**config.mk**
```make
export PLATFORM = sky130hd
export DESIGN_NAME = rom_map_steering
export DESIGN_NICKNAME = d
export VERILOG_FILES = /design/src/design/cpc_pkg.sv /design/src/design/rom_map_steering.sv
export SDC_FILE = /design/constraint.sdc
export NUM_CORES = 1
export LEC_CHECK = 0
export ABC_CLOCK_PERIOD_IN_PS = 5200
export BUFFER_PORTS_ARGS = -buffer_cell sky130_fd_sc_hd__buf_2
export CAP_MARGIN = 20
export CELL_PAD_IN_SITES_DETAIL_PLACEMENT = 1
export CELL_PAD_IN_SITES_GLOBAL_PLACEMENT = 1
export CORE_MARGIN = 2
export CORE_UTILIZATION = 35
export CTS_BUF_LIST = sky130_fd_sc_hd__clkbuf_2 sky130_fd_sc_hd__clkbuf_4 sky130_fd_sc_hd__clkbuf_8
export CTS_CLUSTER_DIAMETER = 60
export DETAILED_ROUTE_END_ITERATION = 10
export PLACE_DENSITY = 0.58
export SLEW_MARGIN = 20
export SYNTH_ARGS = -nofsm -noshare
export SYNTH_HDL_FRONTEND = slang
export SYNTH_SLANG_ARGS = --single-unit
```
**constraint.sdc**
```tcl
create_clock -name clk_sys -period 5.2 [get_ports clk_sys]
set_input_delay 1.04 -clock clk_sys [delete_from_list [all_inputs] [get_ports clk_sys]]
set_output_delay 1.04 -clock clk_sys [all_outputs]
set_load 0.02 [all_outputs]
```
**src/design/cpc_pkg.sv**
```systemverilog
// Shared widths and fixed addresses. The ROM area is addr_t bit 22 and Multiface RAM is 8 KB
package cpc_pkg;

	typedef logic [22:0] addr_t;     // External memory word address
	typedef logic [1:0]  bank_t;     // Bit 0 picks the 664 bank
	typedef logic [15:0] cpu_addr_t;
	typedef logic [7:0]  byte_t;
	typedef logic [12:0] mf2_addr_t;
	typedef logic [8:0]  page_t;     // Top 9 bits of addr_t

	typedef enum logic [1:0] {
		MF2_ENABLED  = 2'd0,
		MF2_HIDDEN   = 2'd1,
		MF2_DISABLED = 2'd2
	} mf2_mode_t;

	////////////////////
	// ROM pages

	localparam page_t MF2_ROM_PAGE = 9'h1FF;
	localparam page_t BASIC_PAGE   = 9'h100;
	localparam page_t AMSDOS_PAGE  = 9'h107;
	localparam page_t BAD_EXT_PAGE = 9'h1EE; // Unused page for malformed extensions

	////////////////////
	// CPU side addresses

	localparam cpu_addr_t NMI_VECTOR    = 16'h0066;
	localparam cpu_addr_t MF2_HIDE_ADDR = 16'h0065;
	localparam cpu_addr_t MF2_PORT      = 16'hFEE8; // Bit 1 set turns the Multiface off

	////////////////////
	// Shadow store slots in Multiface RAM

	localparam mf2_addr_t SH_PEN      = 13'h1FCF;
	localparam mf2_addr_t SH_BORDER   = 13'h1FDF;
	localparam mf2_addr_t SH_PALETTE  = 13'h1F90; // Plus pen index
	localparam mf2_addr_t SH_MODE     = 13'h1FEF;
	localparam mf2_addr_t SH_BANK     = 13'h1FFF;
	localparam mf2_addr_t SH_CRTC_SEL = 13'h1CFF;
	localparam mf2_addr_t SH_CRTC     = 13'h1DB0; // Plus CRTC register number
	localparam mf2_addr_t SH_PPI      = 13'h17FF;
	localparam mf2_addr_t SH_ROMSEL   = 13'h1AAC;

	localparam int REF_DIV         = 16; // Clocks per reference strobe
	localparam int ROM_INDEX_LIMIT = 4;  // Lower download indexes carry ROMs

endpackage
```
**src/design/rom_map_steering.sv**
```systemverilog
// Presence table powers up empty and survives resets; the loader owns memory while cpu_reset is high
`timescale 1ns/1ps

module rom_map_steering (
	input  logic                clk_sys,
	input  logic                cpu_reset,
	input  logic                model,
	input  cpc_pkg::mf2_mode_t  mf2_mode,
	input  logic                boot_we,
	input  cpc_pkg::addr_t      boot_addr,
	input  cpc_pkg::bank_t      boot_bank,
	input  cpc_pkg::byte_t      boot_data,
	input  logic                map_set,
	input  cpc_pkg::byte_t      map_page,
	input  cpc_pkg::addr_t      mem_addr,
	input  logic                mem_rd,
	input  logic                mem_wr,
	input  cpc_pkg::cpu_addr_t  cpu_addr,
	input  cpc_pkg::byte_t      cpu_dout,
	input  logic                mf2_active,
	input  cpc_pkg::byte_t      mf2_data,
	input  cpc_pkg::byte_t      sd_dout,
	output logic                sd_oe,
	output logic                sd_we,
	output cpc_pkg::addr_t      sd_addr,
	output cpc_pkg::bank_t      sd_bank,
	output cpc_pkg::byte_t      sd_din,
	output cpc_pkg::byte_t      cpu_din
);

	import cpc_pkg::*;

	logic [255:0] rom_map = '0;  // One bit per upper-ROM page
	byte_t        map_addr;
	logic         rom_mask;
	logic         mf2_ram_en;
	logic         mf2_rom_en;

	always_ff @(posedge clk_sys) begin
		if (map_set)
			rom_map[map_page] <= 1'b1;
		map_addr <= mem_addr[21:14];
	end

	// Empty slot, or the Multiface ROM page with the Multiface disabled
	assign rom_mask = mem_addr[22] &
		(!rom_map[map_addr] | ((&map_addr) & (mf2_mode == MF2_DISABLED)));

	assign mf2_ram_en = mf2_active && (cpu_addr[15:13] == 3'b001);
	assign mf2_rom_en = mf2_active && (cpu_addr[15:13] == 3'b000);

	////////////////////
	// Request mux

	always_comb begin
		if (cpu_reset) begin
			sd_oe   = 1'b0;
			sd_we   = boot_we;
			sd_addr = boot_addr;
			sd_bank = boot_bank;
			sd_din  = boot_data;
		end else begin
			sd_oe   = mem_rd & ~mf2_ram_en & ~rom_mask;
			sd_we   = mem_wr & ~mf2_ram_en & ~mf2_rom_en; // Multiface ROM is read only
			sd_addr = mf2_rom_en ? {MF2_ROM_PAGE, cpu_addr[13:0]} : mem_addr;
			sd_bank = {1'b0, model};
			sd_din  = cpu_dout;
		end
	end

	assign cpu_din = sd_dout & mf2_data; // Idle sources drive all ones

endmodule

```
==> reports/metrics.csv <==
stage,metric,value,unit
logic_synthesis,synth_cells,902,
floorplanning,fp-row-count,70,
floorplanning,die_h,197,µm
place,gp_congestion,0.753,
logic_synthesis,synth_area,13100,µm²
cts,cts_buffers,48,
floorplanning,die_area,38900,µm²
cts,cts_root_buffer,clkbuf_8,
grt,use_met1,28.1,%
sta,fin_crit,4580,ps
critical_path,worst_setup_path_start_kind,flop,
critical_path,end_kind,output port,
logic_synthesis,ys_ff_latch,264,
route,vias,8898,
grt,grt_busiest_layer,met2,
cts,cts-hold-fix-buffers,0,
cts,cts_setup_buffers,0,
logic_synthesis,synth.largest_area_cell,edfxtp_1,
sta,min_period_over_period,88.2,%
route,via_per_inst,5.62,
logic_synthesis,synth_fp_nets,1016,
grt,met3_usage,3.55,%
grt,grt_util_met2,34.3,%
critical_path,setup.worst_path.class,reg2out,
floorplanning,core-area,36700,µm²
logic_synthesis,async_flop_share,0,%
floorplanning,io_pins,157,
logic_synthesis,synthFlopType,edfxtp_1,
logic_synthesis,synth_top_area_share,58.8,%
place,io_buffers,156,
place,hpwl,25400,µm
critical_path,cp.required,4160,ps
critical_path,rrSetupSlack,4350,ps
sta,finalClockSkew,0,ps
cts,clk_latency,600,ps
cts,cts_tree,yes,
layout,fill_cells,3836,
layout,fin_area,15400,µm²
sta,drv_slew,0,
layout,diodes,0,
power_and_ir_drop,ir_worst_vdd,0.165,mV
sta,setup_tns,0,ps
grt,grt_pass1_wl,60000,µm
route,wl_per_cell,25.5,µm
floorplanning,start_util,35.6,%
cts,cts_resized,0,
logic_synthesis,synthTopCellsByArea,"edfxtp_1 59%, a21o_1 15%, mux4_2 8.4%",
logic_synthesis,ys_seq_area_share,60.1,%
power_and_ir_drop,powerDensity,326,nW/µm²
logic_synthesis,synth_edf_count,256,
cts,cts_buffer_depth,3,
sta,final-setup-viol-count,0,
sta,rsz0062_at_grt,false,
layout,fin_nets,1198,
critical_path,cp_max_fo,41,
critical_path,worst_ep_arrival_time,3540,ps
logic_synthesis,syn_area_per_cell,14.5,µm²
place,post-place-cells,1502,
layout,drive_gt1_share,32.5,%
grt,grt_pass1_vias,9220,
route,drt-initial-drc-count,661,
floorplanning,die_w,197,µm
run,maxCapViolCount,0,
logic_synthesis,yosysWarnings,0,
route,drc,0,
logic_synthesis,synth.distinct_cells,53,
sta,slew_headroom,25.2,%
place,dpl_cell_area,14500,µm²
layout,instances_no_fill,1583,
cts,htreeDepth,2,
sta,worst_pin_slew,1120,ps
sta,fmax,218,MHz
route,drt-total-wl,40300,µm
grt,grt_use_total,20.8,%
cts,cts.sinks,264,
sta,hold_viol_final,0,
logic_synthesis,netlist_top_cells_count,"256 x a21o_1, 256 x edfxtp_1, 49 x mux4_2",
power_and_ir_drop,p_leak,6.72,nW
grt,grt_overflow_total,0,
cts,clk_pin_slew,60,ps
grt,grt_max_degree,134,
route,antenna_left,0,
grt,antenna_found_initial,0,
layout,synthToLayoutAreaGrowth,17.9,%
status,outcome,"complete, no violations",
hold_path,min_path_type,reg2reg,
route,drtPass1Iterations,4,
==> sequential cells by signal (all words and copies together) (netlist names) <==
register  count
rom_map     256
map_addr      8
==> critical path, stage by stage, from the launching register on <==
cell      delay (ps)
dfxtp_4          870
buf_4            380
mux4_2           530
a221oi_1         320
a211oi_1         160
o311ai_1         290
o22ai_1          190
buf_2            200
==> per-stage QoR <==
| stage | hold slack [ps] | setup WS (ps) | power, W | util [%] |
|---|---|---|---|---|
| 4_1_cts | 524 | 508 | 0.00508 | 42.0 |
| 2_1_floorplan | 490 | 1740 | 0.00290 | - |
| 3_3_place_gp | 504 | 1080 | 0.00314 | 39.5 |
| 5_1_grt | 534 | 324 | 0.00523 | 42.0 |
| 3_5_place_dp | 510 | 1130 | 0.00315 | 39.5 |
| 6_report | 520 | 616 | 0.00502 | 42.0 |
==> routing by layer <==
metal	part of all wire (%)	up-vias	wire [µm]
li1	-	3953	-
met4	2.3	0	939
met5	0	-	0
met3	4.6	61	1870
met2	49	221	19700
met1	44	4663	17800
==> worst paths after layout <==
path / startpoint / to / cells past startpoint
worst min-delay path: rom_map[204] / rom_map[204] / 1
worst max-delay path: map_addr[0] / sd_oe / 7
worst min register to register: rom_map[204] / rom_map[204] / 1
worst max register to register: rom_map[91] / rom_map[91] / 1
==> kinds of logic after synthesis <==
family,share of synthesized area [%]
AO/OA/AOI/OAI,18.6
buffers and inverters,2.78
flip-flops,60.1
multiplexers,13.6
AND/OR/NAND/NOR,4.94
==> layout by cell type, fill, tap and decap left out, types with 3 or more instances in the layout <==
cell type / instances
a21o_1: 256
nand4_1: 3
nor3_1: 6
mux2i_1: 38
a22oi_1: 8
nor3_2: 6
mux4_2: 49
a21oi_1: 6
nor2_1: 21
clkinv_1: 10
buf_2: 155
nand3_1: 5
dfxtp_1: 5
clkbuf_4: 17
nor2_2: 13
edfxtp_1: 256
nand2b_1: 10
o22ai_1: 4
o21ai_0: 27
mux4_1: 5
nand2_1: 44
and2_1: 11
clkbuf_8: 49
a221oi_1: 5
nor2b_1: 5
mux2_2: 14
inv_1: 3
buf_4: 40
==> cell type report <==
cell class	count	area (µm²)	share of cell area, %
clock inverter	15	92.6	0.601
tap	468	586	3.80
multi-input combinational	569	4930	32.0
timing repair buffer	198	1130	7.34
inverter	3	11.3	0.0731
clock buffer	66	802	5.21
sequential	264	7860	51.0
==> power by group <==
part           leakage, nW  internal, W  switching (W)  total (W)
logic                 3.68     0.000244       0.000294   0.000538
clock network        0.468      0.00104       0.000886    0.00192
registers             2.57      0.00248      0.0000867    0.00256
total                 6.72      0.00376        0.00127    0.00502
Power figures use the tool's default switching activity.
