File: src/design/cpc_pkg.sv
// Shared widths and fixed addresses. The ROM area is addr_t bit 22 and Multiface RAM is 8 KB
package cpc_pkg;

	typedef logic [22:0] addr_t;     // External memory word address
	typedef logic [1:0]  bank_t;     // Bit 0 picks the 664 bank
	typedef logic [15:0] cpu_addr_t;
	typedef logic [7:0]  byte_t;
	typedef logic [12:0] mf2_addr_t;
	typedef logic [8:0]  page_t;     // Top 9 bits of addr_t

	typedef enum logic [1:0] {
		MF2_ENABLED  = 2'd0,
		MF2_HIDDEN   = 2'd1,
		MF2_DISABLED = 2'd2
	} mf2_mode_t;

	////////////////////
	// ROM pages

	localparam page_t MF2_ROM_PAGE = 9'h1FF;
	localparam page_t BASIC_PAGE   = 9'h100;
	localparam page_t AMSDOS_PAGE  = 9'h107;
	localparam page_t BAD_EXT_PAGE = 9'h1EE; // Unused page for malformed extensions

	////////////////////
	// CPU side addresses

	localparam cpu_addr_t NMI_VECTOR    = 16'h0066;
	localparam cpu_addr_t MF2_HIDE_ADDR = 16'h0065;
	localparam cpu_addr_t MF2_PORT      = 16'hFEE8; // Bit 1 set turns the Multiface off

	////////////////////
	// Shadow store slots in Multiface RAM

	localparam mf2_addr_t SH_PEN      = 13'h1FCF;
	localparam mf2_addr_t SH_BORDER   = 13'h1FDF;
	localparam mf2_addr_t SH_PALETTE  = 13'h1F90; // Plus pen index
	localparam mf2_addr_t SH_MODE     = 13'h1FEF;
	localparam mf2_addr_t SH_BANK     = 13'h1FFF;
	localparam mf2_addr_t SH_CRTC_SEL = 13'h1CFF;
	localparam mf2_addr_t SH_CRTC     = 13'h1DB0; // Plus CRTC register number
	localparam mf2_addr_t SH_PPI      = 13'h17FF;
	localparam mf2_addr_t SH_ROMSEL   = 13'h1AAC;

	localparam int REF_DIV         = 16; // Clocks per reference strobe
	localparam int ROM_INDEX_LIMIT = 4;  // Lower download indexes carry ROMs

endpackage
File: src/design/rom_loader.sv
// ROM downloads only; the host must hold dl_wr while dl_wait is high, and a byte takes 17 to 48 clocks
`timescale 1ns/1ps

module rom_loader (
	input  logic             clk_sys,
	input  logic             reset,
	input  logic             dl_active,
	input  cpc_pkg::byte_t   dl_index,
	input  logic [15:0]      dl_ext,
	input  logic             dl_wr,
	input  logic [24:0]      dl_addr,
	input  cpc_pkg::byte_t   dl_data,
	output logic             dl_wait,
	output logic             rom_dl,
	output logic             ce_ref,
	output logic             boot_we,
	output cpc_pkg::addr_t   boot_addr,
	output cpc_pkg::bank_t   boot_bank,
	output cpc_pkg::byte_t   boot_data,
	output logic             map_set,
	output cpc_pkg::byte_t   map_page
);

	import cpc_pkg::*;

	localparam int DIV_W = $clog2(REF_DIV);

	logic [DIV_W-1:0] div;
	logic             old_active;
	logic             combo;        // Z0 image, OS first then BASIC
	page_t            page;         // Start page of the current expansion image
	logic [10:0]      sys_block;
	logic             sys_valid;
	page_t            sys_page;
	logic [4:0]       ext_hi;
	logic [4:0]       ext_lo;
	logic             accept;
	logic             dl_start;
	logic             strobe_end;
	logic             both_banks;
	logic             bank_step;
	logic             write_done;

	// Valid flag on top of the nibble value
	function automatic logic [4:0] hex_nibble(input byte_t ch);
		logic [4:0] r;
		r = 5'b0;
		if (ch >= "0" && ch <= "9")
			r = {1'b1, ch[3:0]};
		else if (ch >= "A" && ch <= "F")
			r = {1'b1, ch[3:0] + 4'd9};
		return r;
	endfunction

	// Low five index bits give the file type, top two are flags
	assign rom_dl = dl_active && (dl_index[4:0] < ROM_INDEX_LIMIT);
	assign ce_ref = (div == '0);

	assign accept   = rom_dl && dl_wr;
	assign dl_start = !old_active && dl_active && (dl_index != '0);
	assign ext_hi   = hex_nibble(dl_ext[15:8]);
	assign ext_lo   = hex_nibble(dl_ext[7:0]);

	////////////////////
	// System ROM blocks

	assign sys_block = dl_addr[24:14];
	assign sys_valid = (sys_block < 11'd8);

	always_comb begin
		case (sys_block[1:0])
			2'd0:    sys_page = '0;           // OS
			2'd1:    sys_page = BASIC_PAGE;
			2'd2:    sys_page = AMSDOS_PAGE;
			default: sys_page = MF2_ROM_PAGE;
		endcase
	end

	////////////////////
	// Strobe sequencing

	assign strobe_end = ce_ref && boot_we && dl_wait;
	// Expansion images go to both banks unless the index flags bank 1 only
	assign both_banks = (dl_index != '0) && !boot_bank[0];
	assign bank_step  = strobe_end && both_banks;
	assign write_done = strobe_end && !both_banks;

	always_ff @(posedge clk_sys) begin
		if (reset) begin
			div        <= '0;
			old_active <= 1'b0;
			dl_wait    <= 1'b0;
			boot_we    <= 1'b0;
			map_set    <= 1'b0;
			combo      <= 1'b0;
			page       <= BAD_EXT_PAGE;
		end else begin
			div        <= (div == DIV_W'(REF_DIV - 1)) ? '0 : div + 1'b1;
			old_active <= dl_active;
			map_set    <= write_done && boot_addr[22]; // Only the ROM area is mapped

			if (accept)
				dl_wait <= (dl_index != '0) || sys_valid; // Blocks above 7 are dropped

			if (ce_ref)
				boot_we <= dl_wait;  // Bank step keeps we high into bank 1

			if (write_done) begin
				boot_we <= 1'b0;
				dl_wait <= 1'b0;
				if (combo && (&boot_addr[13:0])) begin
					combo <= 1'b0;
					page  <= MF2_ROM_PAGE;
				end
			end

			if (dl_start) begin
				combo <= (dl_ext == "Z0");
				if (dl_ext == "ZZ" || dl_ext == "Z0")
					page <= '0;
				else if (ext_hi[4] && ext_lo[4])
					page <= {1'b1, ext_hi[3:0], ext_lo[3:0]}; // 0x100 plus hex value
				else
					page <= BAD_EXT_PAGE;
			end
		end
	end

	always_ff @(posedge clk_sys) begin
		if (accept) begin
			boot_data       <= dl_data;
			boot_addr[13:0] <= dl_addr[13:0];
			if (dl_index != '0) begin
				boot_addr[22:14] <= {page[8], page[7:0] + dl_addr[21:14]};
				boot_bank        <= {1'b0, &dl_index[7:6]};
			end else begin
				boot_addr[22:14] <= sys_page;
				boot_bank        <= {1'b0, sys_block[2]}; // Blocks 4 to 7 for the 664
			end
		end
		if (bank_step)
			boot_bank <= 2'b01;
		if (write_done)
			map_page <= boot_addr[21:14];
	end

endmodule

File: config.mk
export PLATFORM = sky130hd
export DESIGN_NAME = rom_loader
export DESIGN_NICKNAME = d
export VERILOG_FILES = /design/src/design/cpc_pkg.sv /design/src/design/rom_loader.sv
export SDC_FILE = /design/constraint.sdc
export NUM_CORES = 1
export LEC_CHECK = 0
export ABC_AREA = 1
export BUFFER_PORTS_ARGS = -buffer_cell sky130_fd_sc_hd__buf_2
export CORE_MARGIN = 2
export CORE_UTILIZATION = 52
export CTS_BUF_LIST = sky130_fd_sc_hd__clkbuf_8
export DETAILED_ROUTE_END_ITERATION = 12
export PLACE_DENSITY_LB_ADDON = 0.25
export SLEW_MARGIN = 15
export SYNTH_ARGS = -nofsm -noshare
export SYNTH_HDL_FRONTEND = slang
export SYNTH_SLANG_ARGS = --single-unit
File: constraint.sdc
create_clock -name clk_sys -period 1.9 [get_ports clk_sys]
set_input_delay 0 -clock clk_sys [delete_from_list [all_inputs] [get_ports clk_sys]]
set_output_delay 0 -clock clk_sys [all_outputs]
set_load 0.02 [all_outputs]
==> results.tsv, run 1 <==
stage	metric	value	unit
sta	fmax	577.6	MHz
drt	dr.pass1.iters	4	
worst_setup_path	cp.required	1970	ps
layout	nets	551	
worst_setup_path	r2r_start	page[0]	
worst_setup_path	reg2reg_to	boot_addr[20]	
synthesis	syn_area	2998	µm²
drt	antenna_left	0	
die	die_x	79.93	µm
synthesis	syn-num-nets	409	
synthesis	synthCells	328	
synthesis	synthAdderAreaFrac	0.08598	
synthesis	synthTopCellsByArea	edfxtp_1 (39%), dfxtp_1 (13%), nand2_1 (11%)	
layout	post-route-util	0.7306	
min_path	min_path_type	in -> reg	
drt	drtIter0Drc	160	
drt	vias	2643	
synthesis	synth_top_family_by_area	simple AND/OR/NAND/NOR gates	
die	initial_core_util	0.5411	
synthesis	yosys.cell_count.top_type	nand2_1	
grt	antenna_found_initial	0	
flow_run	drv_cap	0	
worst_setup_path	critPathLaunchType	flip-flop	
worst_setup_path	ff2ff_path_depth	11	
synthesis	synth.mux.area_fraction	0	
clock_tree	clkSlewWorstSetupHoldPaths	60	ps
layout	fin_cells	547	
min_path	hold_depth	5	
die	die-area	6389	µm²
synthesis	ys_seq_elements	58	
run_status	outcome	completed	
synthesis	seq_area_frac_synth	0.5175	
min_path	min-delay-start	dl_ext[11]	
clock_tree	clkLatencyLatePin	330	ps
sta	setup_tns	0	ps
sta	layout_min_cycle_time	1731	ps
synthesis	yosys.area.top_type	edfxtp_1	
layout	diodes	0	
place	place_congestion	0.8690	
clock_tree	post-cts-setup-buffers	0	
synthesis	synthSimpleGateAreaFrac	0.2659	
grt	grt_pass1_vias	2528	
grt	gr-usage-all-layers	0.2143	
layout	fin_area	4048	µm²
drt	wl_per_cell	11.91	µm
sta	finalCritPeriodShare	0.9112	
power	irDropWorstVdd	360.8	µV
sta	fin_skew	10.09	ps
worst_setup_path	cp-startpoint	page[0]	
place	dp_cells	506	
grt	grt_max_degree	17	
synthesis	synth_top_area_share	0.3907	
synthesis	yosys_warnings	0	
place	dpl_cell_area	3621	µm²
place	dpl.hpwl	4821	µm
power	p_per_area	698.4	nW/µm²
synthesis	synth_flop_cell	edfxtp_1	
drt	viasPerCell	4.832	
sta	holdWs	51.79	ps
clock_tree	cts_buffers	9	
synthesis	synth_common_cells	nand2_1 (86), edfxtp_1 (39), inv_1 (37)	
synthesis	synth_edf_count	39	
synthesis	synth-xor-area-share	0.01753	
synthesis	synthDistinctLibCells	31	
drt	drcViolationCount	0	
synthesis	avgSynthCellArea	9.140	µm²
clock_tree	cts_root_buffer	clkbuf_8	
die	pin_count	107	
worst_setup_path	critPathKind	reg -> reg	
clock_tree	cts_buffer_depth	2	
grt	grt_pass1_wl	10670	µm
worst_setup_path	r2r_setup_slack	170	ps
layout	syn2layout_area_growth	35.02	%
sta	setup-violations-final	0	
drt	wl	6515	µm
place	port_buffers	105	
sta	grt_setup_unrepaired	no	
sta	hold_viol_final	0	
synthesis	synth-async-reset-ratio	0	
layout	drive_gt1_frac	0.3074	
worst_setup_path	crit_fanout	2	
worst_setup_path	critPathArrivalTime	1810	ps
worst_setup_path	end_kind	flip-flop	
clock_tree	clock_sinks	58	
clock_tree	cts_tree	yes	
grt	grt_overflow	0	
synthesis	synth_compound_area_frac	0.05384	
die	coreArea	5540	µm²
die	rows	27	
die	die_h	79.93	µm
sta	final_max_slew_viol_count	0	
power	p_leak	1.964	nW
clock_tree	htree_num_levels	3	
worst_setup_path	crit_path_end	boot_addr[20]	
layer usage:
| layer | vias to the layer above | track usage | routed length [µm] |
|---|---|---|---|
| met5 | - | 0 | 0 |
| met4 | 0 | 0.1136 | 187 |
| met3 | 23 | 0.03394 | 330 |
| met2 | 92 | 0.3858 | 3351 |
| met1 | 1163 | 0.2411 | 2644 |
| li1 | 1365 | - | - |
worst max-delay path: stages, from the launching register on:
cell and delay [ps]:
dfxtp_1 340, ha_1 170, inv_1 60, fa_2 340, inv_1 70, nand3_1 60
nand2_1 90, nand2_1 70, nand2_1 60, a21oi_1 70, nor2_1 90, o21ai_1 70
sequential cells by signal (all words and copies together) (netlist names):
name and flops:
dl_wait 1, boot_addr 23, boot_bank 1, div 4, combo 1, boot_data 8
map_set 1, old_active 1, boot_we 1, page 9, map_page 8
worst min-delay path by stage:
| stage | endpoint | slack [ps] |
|---|---|---|
| after floorplan | combo | 70 |
| after global placement | boot_addr[6] | 180 |
| after detailed placement | boot_addr[9] | 180 |
| after CTS | page[6] | 40 |
| after global routing | page[3] | 80 |
| final | page[7] | 50 |
report_power, final:
group / total, W / internal (W) / leakage, nW / switching, W
sequential: 0.00141 / 0.00139 / 0.507 / 0.0000217
clock: 0.000975 / 0.000528 / 0.103 / 0.000447
combinational: 0.000442 / 0.000194 / 1.35 / 0.000248
cells by family (layout without fill, tap and decap cells):
| family | count (synthesis) | after routing |
|---|---|---|
| xor gates and xnor gates | 6 | 6 |
| AOI/OAI and AO/OA | 29 | 29 |
| adders and majority gates | 20 | 20 |
| other | 1 | 1 |
| buffers and inverters | 44 | 191 |
| and+or+nand+nor | 170 | 170 |
| DFF | 58 | 58 |
cells in the final DEF, fill, tap and decap left out, types with 2 or more instances in the layout:
cell type / n
a21oi_1: 10
buf_2: 105
buf_4: 2
clkbuf_8: 11
dfxtp_1: 19
dlygate4sd3_1: 25
edfxtp_1: 39
ha_1: 19
inv_1: 40
inv_2: 3
inv_4: 3
nand2_1: 86
nand2_2: 5
nand2_4: 3
nand3_1: 22
nand3b_1: 2
nand4_1: 7
nor2_1: 29
nor2_2: 6
nor2_4: 2
nor3_2: 2
nor4_1: 3
o21ai_0: 9
o21ai_1: 7
o31ai_1: 2
xnor2_1: 2
xor2_1: 4
area by class of cell:
| cell class | count | area (µm²) |
|---|---|---|
| timing repair buffer | 132 | 790.8 |
| tap | 72 | 90.09 |
| clock inverter | 5 | 22.52 |
| sequential | 58 | 1551 |
| inverter | 43 | 166.4 |
| clock buffer | 11 | 151.4 |
| multi-input combinational | 226 | 1275 |
| fill | 448 | 1493 |
metrics by stage:
step                      total power [W]  worst slack, ps
after global routing             0.002963            37.86
after detailed placement         0.001833            119.1
after CTS                        0.002831            120.1
final                            0.002827            168.7
after global placement           0.001818            189.0
after floorplan                  0.001686            129.3
timing repair:
action | 4_1_cts | 5_1_grt
hold endpoints to repair | 27 | 0
setup endpoints to repair | 0 | 1
hold buffers | 25 | 0
resized for setup | 0 | 2
(Power assumes the default switching activity.)
==> run 2, diff against run 1 <==
--- a/config.mk
+++ b/config.mk
@@ -7,7 +7,7 @@
 export LEC_CHECK = 0
 export ABC_AREA = 1
 export BUFFER_PORTS_ARGS = -buffer_cell sky130_fd_sc_hd__buf_2
-export CORE_MARGIN = 2
+export CORE_MARGIN = 1.5
 export CORE_UTILIZATION = 52
 export CTS_BUF_LIST = sky130_fd_sc_hd__clkbuf_8
 export DETAILED_ROUTE_END_ITERATION = 12
==> run 2 against run 1 <==
Effect of this change:
- via count did not move
- hold slack got worse by 3.6 ps
- fmax rose by 0.24%
- critical path type unchanged
- cell area rose by 0.90%
- routed wire length rose by 1.2%
- clock power fell by 2%
- setup slack improved by 4.1 ps
- first-iteration DRC count fell by 29%
- core utilization rose by 0.65 points
==> results.tsv, run 2 (same netlist as run 1, synthesis figures left out) <==
stage	metric	value	unit	change
run_status	outcome	completed		unchanged
worst_setup_path	reg2reg_to	boot_addr[20]		unchanged
clock_tree	cts_buffers	9		unchanged
worst_setup_path	critPathKind	reg -> reg		unchanged
worst_setup_path	crit_path_end	boot_addr[20]		unchanged
sta	hold_viol_final	0		unchanged
sta	final_max_slew_viol_count	0		unchanged
grt	grt_max_degree	16		was 17
die	pin_count	107		unchanged
worst_setup_path	crit_slowest_cell	fa_2		was dfxtp_1
worst_setup_path	cp.depth	11		unchanged
grt	antenna_found_initial	0		unchanged
drt	wl_per_cell	12.00	µm	was 11.91 µm
sta	setup_tns	0	ps	unchanged
die	die-area	6230	µm²	was 6389 µm²
layout	largest_reg_flops	23		unchanged
worst_setup_path	cp_cell_sequence	ha_4 > inv_1 > fa_2 > inv_2 > nand3_1 > nand2_1 > nand2_2 > nand2_2 > a21oi_2 > nor2_1 > o21ai_1		was ha_1 > inv_1 > fa_2 > inv_1 > nand3_1 > nand2_1 > nand2_1 > nand2_1 > a21oi_1 > nor2_1 > o21ai_1
clock_tree	cts_buffer_depth	2		unchanged
layout	top_regs	boot_addr: 23 flops, page: 9 flops		unchanged
clock_tree	htree_num_levels	3		unchanged
layout	final_common_cell	buf_2		unchanged
sta	fin_skew	6.317	ps	was 10.09 ps
flow_run	drv_cap	0		unchanged
die	coreArea	5540	µm²	unchanged
drt	dr.pass1.iters	4		unchanged
worst_setup_path	cpPeakStageDelay	400	ps	was 340 ps
worst_setup_path	crit_fanout	2		unchanged
layout	largest_register	boot_addr		unchanged
sta	setup-violations-final	0		unchanged
drt	drtIter0Drc	113		was 160
grt	grt_pass1_vias	2678		was 2,528
min_path	min_path_type	in -> reg		unchanged
drt	vias	2643		unchanged
worst_setup_path	critPathArrivalTime	1810	ps	about the same
power	p_leak	1.968	nW	was 1.964 nW
sta	grt_setup_unrepaired	no		unchanged
grt	grt_pass1_wl	11090	µm	was 10,670 µm
clock_tree	clock_sinks	58		unchanged
worst_setup_path	r2r_setup_slack	170	ps	about the same
die	die_h	78.93	µm	was 79.93 µm
sta	fmax	579.0	MHz	was 577.6 MHz
worst_setup_path	cp-startpoint	page[0]		unchanged
worst_setup_path	cp.required	1980	ps	was 1970 ps
sta	holdWs	48.19	ps	was 51.79 ps
worst_setup_path	end_kind	flip-flop		unchanged
clock_tree	cts_root_buffer	clkbuf_8		unchanged
die	initial_core_util	0.5411		unchanged
sta	finalCritPeriodShare	0.9090		was 0.9112
clock_tree	cts_tree	yes		unchanged
place	port_buffers	105		unchanged
grt	gr-usage-all-layers	0.2299		was 0.2143
power	irDropWorstVdd	371.1	µV	was 360.8 µV
layout	nets	553		was 551
drt	antenna_left	0		unchanged
layout	syn2layout_area_growth	36.23	%	was 35.02%
drt	drcViolationCount	0		unchanged
clock_tree	clkLatencyLatePin	330	ps	about the same
place	dpl.hpwl	4685	µm	was 4821 µm
place	place_congestion	0.8614		was 0.8690
clock_tree	clkSlewWorstSetupHoldPaths	60	ps	about the same
layout	final_cell_mix	buf_2 (105), nand2_1 (84), edfxtp_1 (39)		was buf_2 (105), nand2_1 (86), inv_1 (40)
grt	grt_overflow	0		unchanged
power	p_per_area	691.5	nW/µm²	was 698.4 nW/µm²
worst_setup_path	cp_common_cell	nand2_2		was nand2_1
layout	drive_gt1_frac	0.3229		was 0.3074
sta	layout_min_cycle_time	1727	ps	was 1731 ps
worst_setup_path	cp_num_buf_inv	2		unchanged
drt	wl	6590	µm	was 6515 µm
drt	viasPerCell	4.814		was 4.832
worst_setup_path	r2r_start	page[0]		unchanged
die	rows	27		unchanged
worst_setup_path	ff2ff_path_depth	11		unchanged
layout	diodes	0		unchanged
die	die_x	78.93	µm	was 79.93 µm
worst_setup_path	cp_top_family	adder cells		unchanged
worst_setup_path	critPathLaunchType	flip-flop		unchanged
-- run 2: changes by cell type in the layout (fill, tap and decap cells not counted), moves of 2 or more --
cell and change:
nand2_2 +2, inv_1 -2, nand2_1 -2, buf_4 +2
-- run 2: worst register-to-register path: stages, from the launching register on --
cell	delay [ps]
dfxtp_2	350
ha_4	130
inv_1	50
fa_2	400
inv_2	60
nand3_1	60
nand2_1	90
nand2_2	60
nand2_2	70
a21oi_2	50
nor2_1	100
o21ai_1	60
-- run 2: repair_timing --
action                     CTS  global route
hold endpoints to repair    27             0
setup endpoints to repair    0             1
resized for setup            0             9
hold buffers                25             0
setup buffers                0             2
-- run 2: power breakdown --
group | internal [W] | switching, W
combinational | 0.000201 | 0.000252
sequential | 0.00139 | 0.0000223
clock | 0.000525 | 0.000435
total | 0.00212 | 0.000709
-- run 2: final cells by class --
type | count | area (µm²)
multi-input combinational | 226 | 1296
fill | 425 | 1456
tap | 72 | 90.09
inverter | 43 | 166.4
timing repair buffer | 134 | 805.8
clock buffer | 11 | 151.4
clock inverter | 5 | 21.27
sequential | 58 | 1553
-- run 2: through the flow --
| step | setup slack, ps | cells | total power (W) | utilization | instance area [µm²] |
|---|---|---|---|---|---|
| 4_1_cts | 129.6 | 547 | 0.002828 | 0.7299 | 4044 |
| 3_3_place_gp | 188.5 | 506 | 0.001820 | 0.6536 | 3621 |
| 5_1_grt | 3.215 | 549 | 0.002952 | 0.7371 | 4084 |
| 6_report | 172.8 | 549 | 0.002824 | 0.7371 | 4084 |
| 2_1_floorplan | 129.3 | 328 | 0.001686 | - | 2998 |
| 3_5_place_dp | 140.5 | 506 | 0.001829 | 0.6536 | 3621 |
-- run 2: worst min path at each step --
stage,from,end,cells after the start
global route,dl_ext[3],page[3],5
detailed placement,dl_addr[8],boot_addr[8],1
CTS,dl_ext[3],page[3],5
global placement,dl_data[0],boot_data[0],1
floorplan,reset,combo,1
finish,dl_ext[3],page[3],5
-- run 2: layer usage --
metal	share of wire	up-vias	wire length (µm)	track usage
met3	0.057	20	376	0.06092
li1	-	1370	-	-
met4	0.029	0	188	0.1140
met2	0.52	93	3443	0.4302
met1	0.39	1160	2583	0.2344
met5	0	-	0	0
